===== src/design/sched_pkg.sv =====
// Shared widths, default sizes and the queue entry type of the fetch scheduler
// Referenced by scoped name from the RTL stages, the top level and the testbench

package sched_pkg;

    // Index widths sized for the largest supported configuration
    // Up to 8 ports
    localparam int PORT_IDX_W = 3;
    // Up to 8 traffic classes per port
    localparam int TC_IDX_W   = 3;
    // Up to 8 source memory groups per class
    localparam int SRC_IDX_W  = 3;

    // Default build sizes
    // Top level and testbench both start from these
    localparam int DEF_NUM_PORTS = 4;
    localparam int DEF_TC_COUNT  = 8;
    localparam int DEF_SRC_COUNT = 4;

    // One queue within a port
    // Flat index inside the port is tc * SRC_COUNT + src
    typedef struct packed {
        logic [TC_IDX_W-1:0]  tc;
        logic [SRC_IDX_W-1:0] src;
    } sched_entry_t;

endpackage : sched_pkg

===== src/design/sched_pick_if.sv =====
// Pick path between the round-robin picker and the per-port slot table
// The picker offers one winner per cycle, the slot table answers with slot_open

`timescale 1ns/1ps

interface sched_pick_if #(
    parameter int NUM_PORTS = sched_pkg::DEF_NUM_PORTS
);

    // Port index inside the design, sized to the port count
    localparam int PW = $clog2(NUM_PORTS);

    // Winner valid for the port being scheduled this cycle
    logic                     pick_valid;
    // Port being scheduled, driven every cycle
    logic [PW-1:0]            pick_port;
    // Class and source of the winning queue
    sched_pkg::sched_entry_t  pick_entry;
    // Slot of pick_port is empty
    logic                     slot_open;

    // Picker side
    modport picker (
        output pick_valid,
        output pick_port,
        output pick_entry,
        input  slot_open
    );

    // Slot table side
    modport slots (
        input  pick_valid,
        input  pick_port,
        input  pick_entry,
        output slot_open
    );

endinterface : sched_pick_if


===== src/design/fetch_scheduler_top.sv =====
// Top level of the egress packet fetch scheduler
// Plain ports toward the queue manager, the transmit controller and the packet
// reader, with the decode, execute and result stages wired inside

`timescale 1ns/1ps

module fetch_scheduler_top #(
    parameter int NUM_PORTS = sched_pkg::DEF_NUM_PORTS,
    parameter int TC_COUNT  = sched_pkg::DEF_TC_COUNT,
    parameter int SRC_COUNT = sched_pkg::DEF_SRC_COUNT
) (
    input  logic                                              clk,
    input  logic                                              rst_n,
    // Queue occupancy from the queue manager
    input  logic [NUM_PORTS-1:0][TC_COUNT-1:0][SRC_COUNT-1:0] queue_valid,
    // Priority flow control from the transmit controller
    input  logic [NUM_PORTS-1:0][TC_COUNT-1:0]                pfc,
    // Fetch request to the packet reader
    output logic                                              fetch_valid,
    input  logic                                              fetch_ready,
    output logic [sched_pkg::PORT_IDX_W-1:0]                  fetch_port,
    output logic [sched_pkg::TC_IDX_W-1:0]                    fetch_tc,
    output logic [sched_pkg::SRC_IDX_W-1:0]                   fetch_src,
    // Pop to the queue manager
    output logic                                              pop_valid,
    output logic [sched_pkg::PORT_IDX_W-1:0]                  pop_port,
    output logic [sched_pkg::TC_IDX_W-1:0]                    pop_tc,
    output logic [sched_pkg::SRC_IDX_W-1:0]                   pop_src
);

    logic [sched_pkg::PORT_IDX_W-1:0] cur_port;
    logic [sched_pkg::PORT_IDX_W-1:0] elig_port;
    logic [TC_COUNT*SRC_COUNT-1:0]    elig;
    sched_pkg::sched_entry_t          pop_entry;
    sched_pkg::sched_entry_t          fetch_entry;

    // Pick path between execute and result
    sched_pick_if #(.NUM_PORTS(NUM_PORTS)) pick_if ();

    // Decode: rotation, pause and eligibility
    queue_eligibility #(
        .NUM_PORTS(NUM_PORTS),
        .TC_COUNT (TC_COUNT),
        .SRC_COUNT(SRC_COUNT)
    ) i_queue_eligibility (
        .clk        (clk),
        .rst_n      (rst_n),
        .queue_valid(queue_valid),
        .pfc        (pfc),
        .pop_valid  (pop_valid),
        .pop_port   (pop_port),
        .pop_entry  (pop_entry),
        .cur_port   (cur_port),
        .elig_port  (elig_port),
        .elig       (elig)
    );

    // Execute: round-robin pick
    rr_queue_picker #(
        .NUM_PORTS(NUM_PORTS),
        .TC_COUNT (TC_COUNT),
        .SRC_COUNT(SRC_COUNT)
    ) i_rr_queue_picker (
        .clk      (clk),
        .rst_n    (rst_n),
        .elig_port(elig_port),
        .elig     (elig),
        .pick     (pick_if.picker)
    );

    // Result: pending winners, pops and fetch requests
    port_slot_table #(
        .NUM_PORTS(NUM_PORTS)
    ) i_port_slot_table (
        .clk        (clk),
        .rst_n      (rst_n),
        .cur_port   (cur_port),
        .pick       (pick_if.slots),
        .fetch_ready(fetch_ready),
        .fetch_valid(fetch_valid),
        .fetch_entry(fetch_entry),
        .pop_valid  (pop_valid),
        .pop_port   (pop_port),
        .pop_entry  (pop_entry)
    );

    // Request always names the port whose turn it is
    assign fetch_port = cur_port;
    assign fetch_tc   = fetch_entry.tc;
    assign fetch_src  = fetch_entry.src;
    assign pop_tc     = pop_entry.tc;
    assign pop_src    = pop_entry.src;

endmodule : fetch_scheduler_top


===== src/design/port_slot_table.sv =====
// Result stage of the fetch scheduler
// Holds at most one pending winner per port, pops the queue when the winner is
// taken, and offers the slot of the current port to the packet reader

`timescale 1ns/1ps

module port_slot_table #(
    parameter int NUM_PORTS = sched_pkg::DEF_NUM_PORTS
) (
    input  logic                             clk,
    input  logic                             rst_n,
    input  logic [sched_pkg::PORT_IDX_W-1:0] cur_port,
    sched_pick_if.slots                      pick,
    input  logic                             fetch_ready,
    output logic                             fetch_valid,
    output sched_pkg::sched_entry_t          fetch_entry,
    output logic                             pop_valid,
    output logic [sched_pkg::PORT_IDX_W-1:0] pop_port,
    output sched_pkg::sched_entry_t          pop_entry
);

    localparam int PIW = sched_pkg::PORT_IDX_W;
    localparam int PW  = $clog2(NUM_PORTS);

    // Slot state per port
    logic [NUM_PORTS-1:0]    slot_full;
    sched_pkg::sched_entry_t slot_entry [NUM_PORTS];
    logic [PW-1:0]           cur_idx;
    logic                    fetch_done;

    assign cur_idx = cur_port[PW-1:0];

    // Picker may only fill an empty slot
    assign pick.slot_open = ~slot_full[pick.pick_port];

    // Request for the port whose turn it is
    assign fetch_valid = slot_full[cur_idx];
    assign fetch_entry = slot_entry[cur_idx];
    assign fetch_done  = fetch_valid & fetch_ready;

    // Full flags
    // Picked port is always cur_port + 1, so a fill and a drain never share a slot
    always_ff @(posedge clk) begin
        if (!rst_n) begin
            slot_full <= '0;
        end else begin
            if (fetch_done) begin
                slot_full[cur_idx] <= 1'b0;
            end
            if (pick.pick_valid) begin
                slot_full[pick.pick_port] <= 1'b1;
            end
        end
    end

    // Winner stays unchanged until the reader takes it
    always_ff @(posedge clk) begin
        if (pick.pick_valid) begin
            slot_entry[pick.pick_port] <= pick.pick_entry;
        end
    end

    // One-cycle pop to the queue manager for each stored pick
    always_ff @(posedge clk) begin
        if (!rst_n) begin
            pop_valid <= 1'b0;
        end else begin
            pop_valid <= pick.pick_valid;
        end
    end

    // Pop payload, held between pops
    always_ff @(posedge clk) begin
        if (pick.pick_valid) begin
            pop_port  <= PIW'(pick.pick_port);
            pop_entry <= pick.pick_entry;
        end
    end

endmodule : port_slot_table


===== src/design/rr_queue_picker.sv =====
// Execute stage of the fetch scheduler
// Round-robin pick among the eligible queues of the scheduled port,
// with one pointer per port that moves past each winner

`timescale 1ns/1ps

module rr_queue_picker #(
    parameter int NUM_PORTS = sched_pkg::DEF_NUM_PORTS,
    parameter int TC_COUNT  = sched_pkg::DEF_TC_COUNT,
    parameter int SRC_COUNT = sched_pkg::DEF_SRC_COUNT
) (
    input  logic                             clk,
    input  logic                             rst_n,
    input  logic [sched_pkg::PORT_IDX_W-1:0] elig_port,
    input  logic [TC_COUNT*SRC_COUNT-1:0]    elig,
    sched_pick_if.picker                     pick
);

    localparam int QUEUES = TC_COUNT * SRC_COUNT;
    localparam int QW     = (QUEUES > 1) ? $clog2(QUEUES) : 1;
    localparam int PW     = $clog2(NUM_PORTS);

    // Round-robin pointer per port, first flat index to try
    logic [QW-1:0] rr_ptr [NUM_PORTS];
    logic [QW-1:0] cur_ptr;
    logic [QW-1:0] win_idx;
    logic [QW-1:0] win_next;
    logic          any_elig;

    assign cur_ptr = rr_ptr[elig_port[PW-1:0]];

    // First eligible index at or after the pointer, wrapping around
    always_comb begin
        int idx;
        any_elig = 1'b0;
        win_idx  = cur_ptr;
        for (int k = 0; k < QUEUES; k++) begin
            idx = int'(cur_ptr) + k;
            if (idx >= QUEUES) begin
                idx = idx - QUEUES;
            end
            if (!any_elig && elig[idx]) begin
                any_elig = 1'b1;
                win_idx  = QW'(idx);
            end
        end
    end

    // Pointer moves to one past the winner
    always_comb begin
        if (win_idx == QW'(QUEUES - 1)) begin
            win_next = '0;
        end else begin
            win_next = win_idx + 1'b1;
        end
    end

    // Split the flat index into class and source
    always_comb begin
        pick.pick_entry = '0;
        for (int t = 0; t < TC_COUNT; t++) begin
            for (int s = 0; s < SRC_COUNT; s++) begin
                if (win_idx == QW'(t * SRC_COUNT + s)) begin
                    pick.pick_entry.tc  = sched_pkg::TC_IDX_W'(t);
                    pick.pick_entry.src = sched_pkg::SRC_IDX_W'(s);
                end
            end
        end
    end

    // Only pick into an empty slot
    assign pick.pick_port  = elig_port[PW-1:0];
    assign pick.pick_valid = any_elig & pick.slot_open;

    // Pointer holds while the slot is full or nothing is eligible
    always_ff @(posedge clk) begin
        if (!rst_n) begin
            for (int p = 0; p < NUM_PORTS; p++) begin
                rr_ptr[p] <= '0;
            end
        end else if (pick.pick_valid) begin
            rr_ptr[pick.pick_port] <= win_next;
        end
    end

endmodule : rr_queue_picker


===== src/design/queue_eligibility.sv =====
// Decode stage of the fetch scheduler
// Owns the port rotation and the registered pause bits, and builds the
// eligibility vector of the port scheduled next

`timescale 1ns/1ps

module queue_eligibility #(
    parameter int NUM_PORTS = sched_pkg::DEF_NUM_PORTS,
    parameter int TC_COUNT  = sched_pkg::DEF_TC_COUNT,
    parameter int SRC_COUNT = sched_pkg::DEF_SRC_COUNT
) (
    input  logic                                              clk,
    input  logic                                              rst_n,
    input  logic [NUM_PORTS-1:0][TC_COUNT-1:0][SRC_COUNT-1:0] queue_valid,
    input  logic [NUM_PORTS-1:0][TC_COUNT-1:0]                pfc,
    input  logic                                              pop_valid,
    input  logic [sched_pkg::PORT_IDX_W-1:0]                  pop_port,
    input  sched_pkg::sched_entry_t                           pop_entry,
    output logic [sched_pkg::PORT_IDX_W-1:0]                  cur_port,
    output logic [sched_pkg::PORT_IDX_W-1:0]                  elig_port,
    output logic [TC_COUNT*SRC_COUNT-1:0]                     elig
);

    localparam int PIW    = sched_pkg::PORT_IDX_W;
    localparam int PW     = $clog2(NUM_PORTS);
    localparam int QUEUES = TC_COUNT * SRC_COUNT;

    // Registered pause bits, one per port and class
    logic [NUM_PORTS-1:0][TC_COUNT-1:0] pfc_q;
    // Per-queue masks for the port being scheduled
    logic [QUEUES-1:0]                  pause_mask;
    logic [QUEUES-1:0]                  pop_mask;
    logic [QUEUES-1:0]                  occupied;
    logic [PW-1:0]                      elig_idx;

    // Port rotation, next port wraps at NUM_PORTS
    always_comb begin
        if (cur_port == PIW'(NUM_PORTS - 1)) begin
            elig_port = '0;
        end else begin
            elig_port = cur_port + 1'b1;
        end
    end

    assign elig_idx = elig_port[PW-1:0];

    always_ff @(posedge clk) begin
        if (!rst_n) begin
            cur_port <= '0;
        end else begin
            cur_port <= elig_port;
        end
    end

    // Pause takes effect one cycle after pfc rises
    always_ff @(posedge clk) begin
        if (!rst_n) begin
            pfc_q <= '0;
        end else begin
            pfc_q <= pfc;
        end
    end

    // Occupancy of the scheduled port, flat order tc * SRC_COUNT + src
    assign occupied = queue_valid[elig_idx];

    // Expand class pause to every source of that class
    // Also mask a queue the queue manager has not yet updated after a pop
    always_comb begin
        pause_mask = '0;
        pop_mask   = '0;
        for (int t = 0; t < TC_COUNT; t++) begin
            for (int s = 0; s < SRC_COUNT; s++) begin
                pause_mask[t*SRC_COUNT+s] = pfc_q[elig_idx][t];
                if (pop_valid && (pop_port == elig_port) &&
                    (pop_entry.tc == sched_pkg::TC_IDX_W'(t)) &&
                    (pop_entry.src == sched_pkg::SRC_IDX_W'(s))) begin
                    pop_mask[t*SRC_COUNT+s] = 1'b1;
                end
            end
        end
    end

    assign elig = occupied & ~pause_mask & ~pop_mask;

endmodule : queue_eligibility


===== config.mk =====
export PLATFORM = sky130hd
export DESIGN_NAME = fetch_scheduler_top
export DESIGN_NICKNAME = d
export VERILOG_FILES = /design/src/design/sched_pkg.sv /design/src/design/sched_pick_if.sv /design/src/design/fetch_scheduler_top.sv /design/src/design/port_slot_table.sv /design/src/design/rr_queue_picker.sv /design/src/design/queue_eligibility.sv
export SDC_FILE = /design/constraint.sdc
export NUM_CORES = 1
export LEC_CHECK = 0
export ABC_AREA = 1
export BUFFER_PORTS_ARGS = -buffer_cell sky130_fd_sc_hd__buf_4
export CAP_MARGIN = 20
export CORE_ASPECT_RATIO = 1.2
export CORE_MARGIN = 2
export CORE_UTILIZATION = 40
export DETAILED_ROUTE_END_ITERATION = 8
export PLACE_DENSITY = 0.62
export SKIP_CTS_REPAIR_TIMING = 1
export SLEW_MARGIN = 15
export SYNTH_ARGS = -nofsm -noshare
export SYNTH_HDL_FRONTEND = slang
export SYNTH_SLANG_ARGS = --single-unit

===== constraint.sdc =====
create_clock -name clk -period 10.7 [get_ports clk]
set_input_delay 2.14 -clock clk [delete_from_list [all_inputs] [get_ports clk]]
set_output_delay 2.14 -clock clk [all_outputs]
set_load 0.03 [all_outputs]

==> impl_metrics.py <==
metrics = {
    "timing": {
        "setup_viol": 0,
        "fin_skew_ns": 0.00826,
        "fmax_ghz": 0.103,
        "setup_tns_ns": 0,
        "tightest_slew_ns": 0.886,
        "fin_crit_ns": 9.70,
        "timing.slew.headroom_pct": 40.7,
        "rsz0062_at_grt": "false",
        "slew_viol_final": 0,
        "finalHoldViolations": 0,
        "fin_crit_sh_pct": 90.6,
    },
    "setup_path": {
        "cp.arrival_ns": 9.77,
        "critical_path.endpoint_type": "flip-flop",
        "crit_family": "simple AND/OR/NAND/NOR gates",
        "path_common_cell": "nand2_1",
        "required_ns": 10.77,
        "path_class": "reg -> reg",
        "slowest_stage": "inv_1",
        "cp_num_buf_inv": 6,
        "critPathMaxFanout": 70,
        "slowest_delay_ns": 0.70,
        "start_kind": "flip-flop",
    },
    "logic_synthesis": {
        "synth_fa_ha_area_share_pct": 2.72,
        "async_flop_share_pct": 0,
        "synth-xor-area-share_pct": 3.02,
        "yosys-mux-area-fraction_pct": 0,
        "synth_top_family_by_area": "simple AND/OR/NAND/NOR gates",
        "synthTopCellsByArea": "nand2_1 (20%), nand3_1 (16%), edfxtp_1 (14%)",
        "syn_avg_cell_area_um2": 5.84,
        "synth_top_area_share_pct": 20.2,
        "synth_edf_count": 47,
        "synth_simple_gate_area_share_pct": 50.9,
        "synth_ff_type": "edfxtp_1",
        "ys_seq_area_share_pct": 21.9,
        "netlist_area_um2": 10100,
        "ys_ff_latch": 87,
        "synth_cell_types": 52,
        "synth_compound_area_share_pct": 9.79,
        "yosys.area.top_type": "nand2_1",
        "synthesis.yosys.warnings": 0,
        "synth_cells": 1729,
    },
    "floorplanning": {
        "die_h_um": 178,
        "fp-row-count": 63,
        "fp.coreArea_um2": 24800,
        "floorplan.initialDensity_pct": 40.8,
        "die_x_um": 149,
        "ioPinCount": 183,
        "die_area_um2": 26600,
    },
    "grt": {
        "overflow": 0,
        "grt_start_max_net_pins": 71,
        "grt_pass1_vias": 11400,
        "gr-usage-all-layers_pct": 30.2,
        "grt_pass1_wl_um": 62200,
        "antenna_found_initial": 0,
    },
    "cts": {
        "htree_levels": 3,
        "root_buffer": "clkbuf_16",
        "clk_pin_slew_ns": 0.06,
        "cts_tree": "yes",
        "clk_latency_ns": 0.34,
        "cts.sinks": 87,
        "cts_buffers": 9,
        "clockBufferDepth": 2,
    },
    "drt": {
        "drt-initial-drc-count": 1005,
        "vias_per_cell": 5.44,
        "drc": 0,
        "finalWirelength_um": 40000,
        "vias": 12000,
        "wl_per_cell_um": 18.2,
        "drtAntennaViolNets": 0,
        "drtPass1Iterations": 6,
    },
    "placement": {
        "placed_area_um2": 11600,
        "port_buffers": 179,
        "place.gp.congestion": 0.996,
        "dp.cells": 2178,
        "hpwl_um": 31900,
    },
    "finish": {
        "mostFrequentLayoutCell": "nand2_1",
        "drive_gt1_share_pct": 15.3,
        "fin_util_pct": 48.3,
        "diodes": 0,
        "final_cells": 2195,
        "layout_common_cells": "nand2_1 (545), nand3_1 (330), buf_4 (196)",
        "num-nets-final": 2051,
        "area_delta_synth_final_pct": 18.2,
        "fill_cells": 2632,
        "fin_area_um2": 11900,
    },
    "run": {
        "drv_cap": 0,
    },
    "outcome": {
        "status": "finished, final reports clean",
    },
    "min_path": {
        "hold_class": "reg -> reg",
    },
}
## path summary, 6_finish.rpt
| kind | end | slack [ns] | depth (start not counted) | from |
|---|---|---|---|---|
| worst max-delay path | i_port_slot_table.slot_entry[2][1] | 1.00 | 54 | i_queue_eligibility.cur_port[1] |
| worst min-delay path | i_port_slot_table.slot_full[3] | 0.49 | 2 | i_port_slot_table.slot_full[3] |
| worst max register to register | i_port_slot_table.slot_entry[2][1] | 1.00 | 54 | i_queue_eligibility.cur_port[1] |
| worst min register to register | i_port_slot_table.slot_full[3] | 0.49 | 2 | i_port_slot_table.slot_full[3] |
## worst min-delay path, cell delays in order (launching register included)
cell and delay, ns:
dfxtp_1 0.32, nand2_1 0.06, a21oi_1 0.05
## through the flow
step	hold slack (ns)	setup slack [ns]
after floorplan	0.453	2.87
after global placement	0.475	1.23
after detailed placement	0.482	1.16
after CTS	0.491	1.11
after global routing	0.540	0.0114
final	0.485	1.00
## cell usage after synthesis, drive strengths merged (2+ instances only)
library cell and number:
o221ai 2, nor2 163, xnor2 7, inv 205, or2 2, nand3 335, nand2 562, a21oi 26
o21ai 88, and2 2, clkbuf 23, edfxtp 47, o211ai 5, o31ai 2, a22oi 6, dfxtp 40
xor2 21, a31oi 14, a21boi 2, buf 51, nand4 63, o22ai 9, ha 22, nor3 12
clkinv 4, o21a 13
## cell type report
type / instances / area [um2] / share of cell area [%]
tap: 325 / 407 / 3.40
inverter: 209 / 785 / 6.57
sequential: 87 / 2210 / 18.5
clock inverter: 6 / 92.6 / 0.775
timing repair buffer: 198 / 1490 / 12.5
multi-input combinational: 1361 / 6730 / 56.4
clock buffer: 9 / 225 / 1.89
## per-layer routing
metal | track usage (%) | routed length [um] | vias to the layer above
met5 | 0 | 0 | -
met4 | 12.5 | 1810 | 0
met3 | 3.84 | 2770 | 93
met2 | 52.7 | 19100 | 534
met1 | 37.5 | 16200 | 5392
li1 | - | - | 5932
## logic make-up (layout without fill, tap and decap cells)
| family | after synthesis | after routing |
|---|---|---|
| and+or+nand+nor | 1140 | 1140 |
| xor gates and xnor gates | 28 | 28 |
| DFF | 87 | 87 |
| buffers and inverters | 283 | 422 |
| other | 1 | 3 |
| AOI/OAI and AO/OA | 168 | 168 |
| adders and majority gates | 22 | 22 |
## registers in the layout, indices dropped and copies added, names as in the netlist
register and cells:
i_queue_eligibility.pfc_q 32, i_port_slot_table.slot_entry 20, i_rr_queue_picker.rr_ptr 20, i_port_slot_table.pop_entry 5, i_port_slot_table.slot_full 4, i_queue_eligibility.cur_port 3, i_port_slot_table.pop_port 2, i_port_slot_table.pop_valid 1
Power is left out: the tool's default activity adds up to more than one toggle a clock period on the data nets, which glitch-free logic cannot reach.
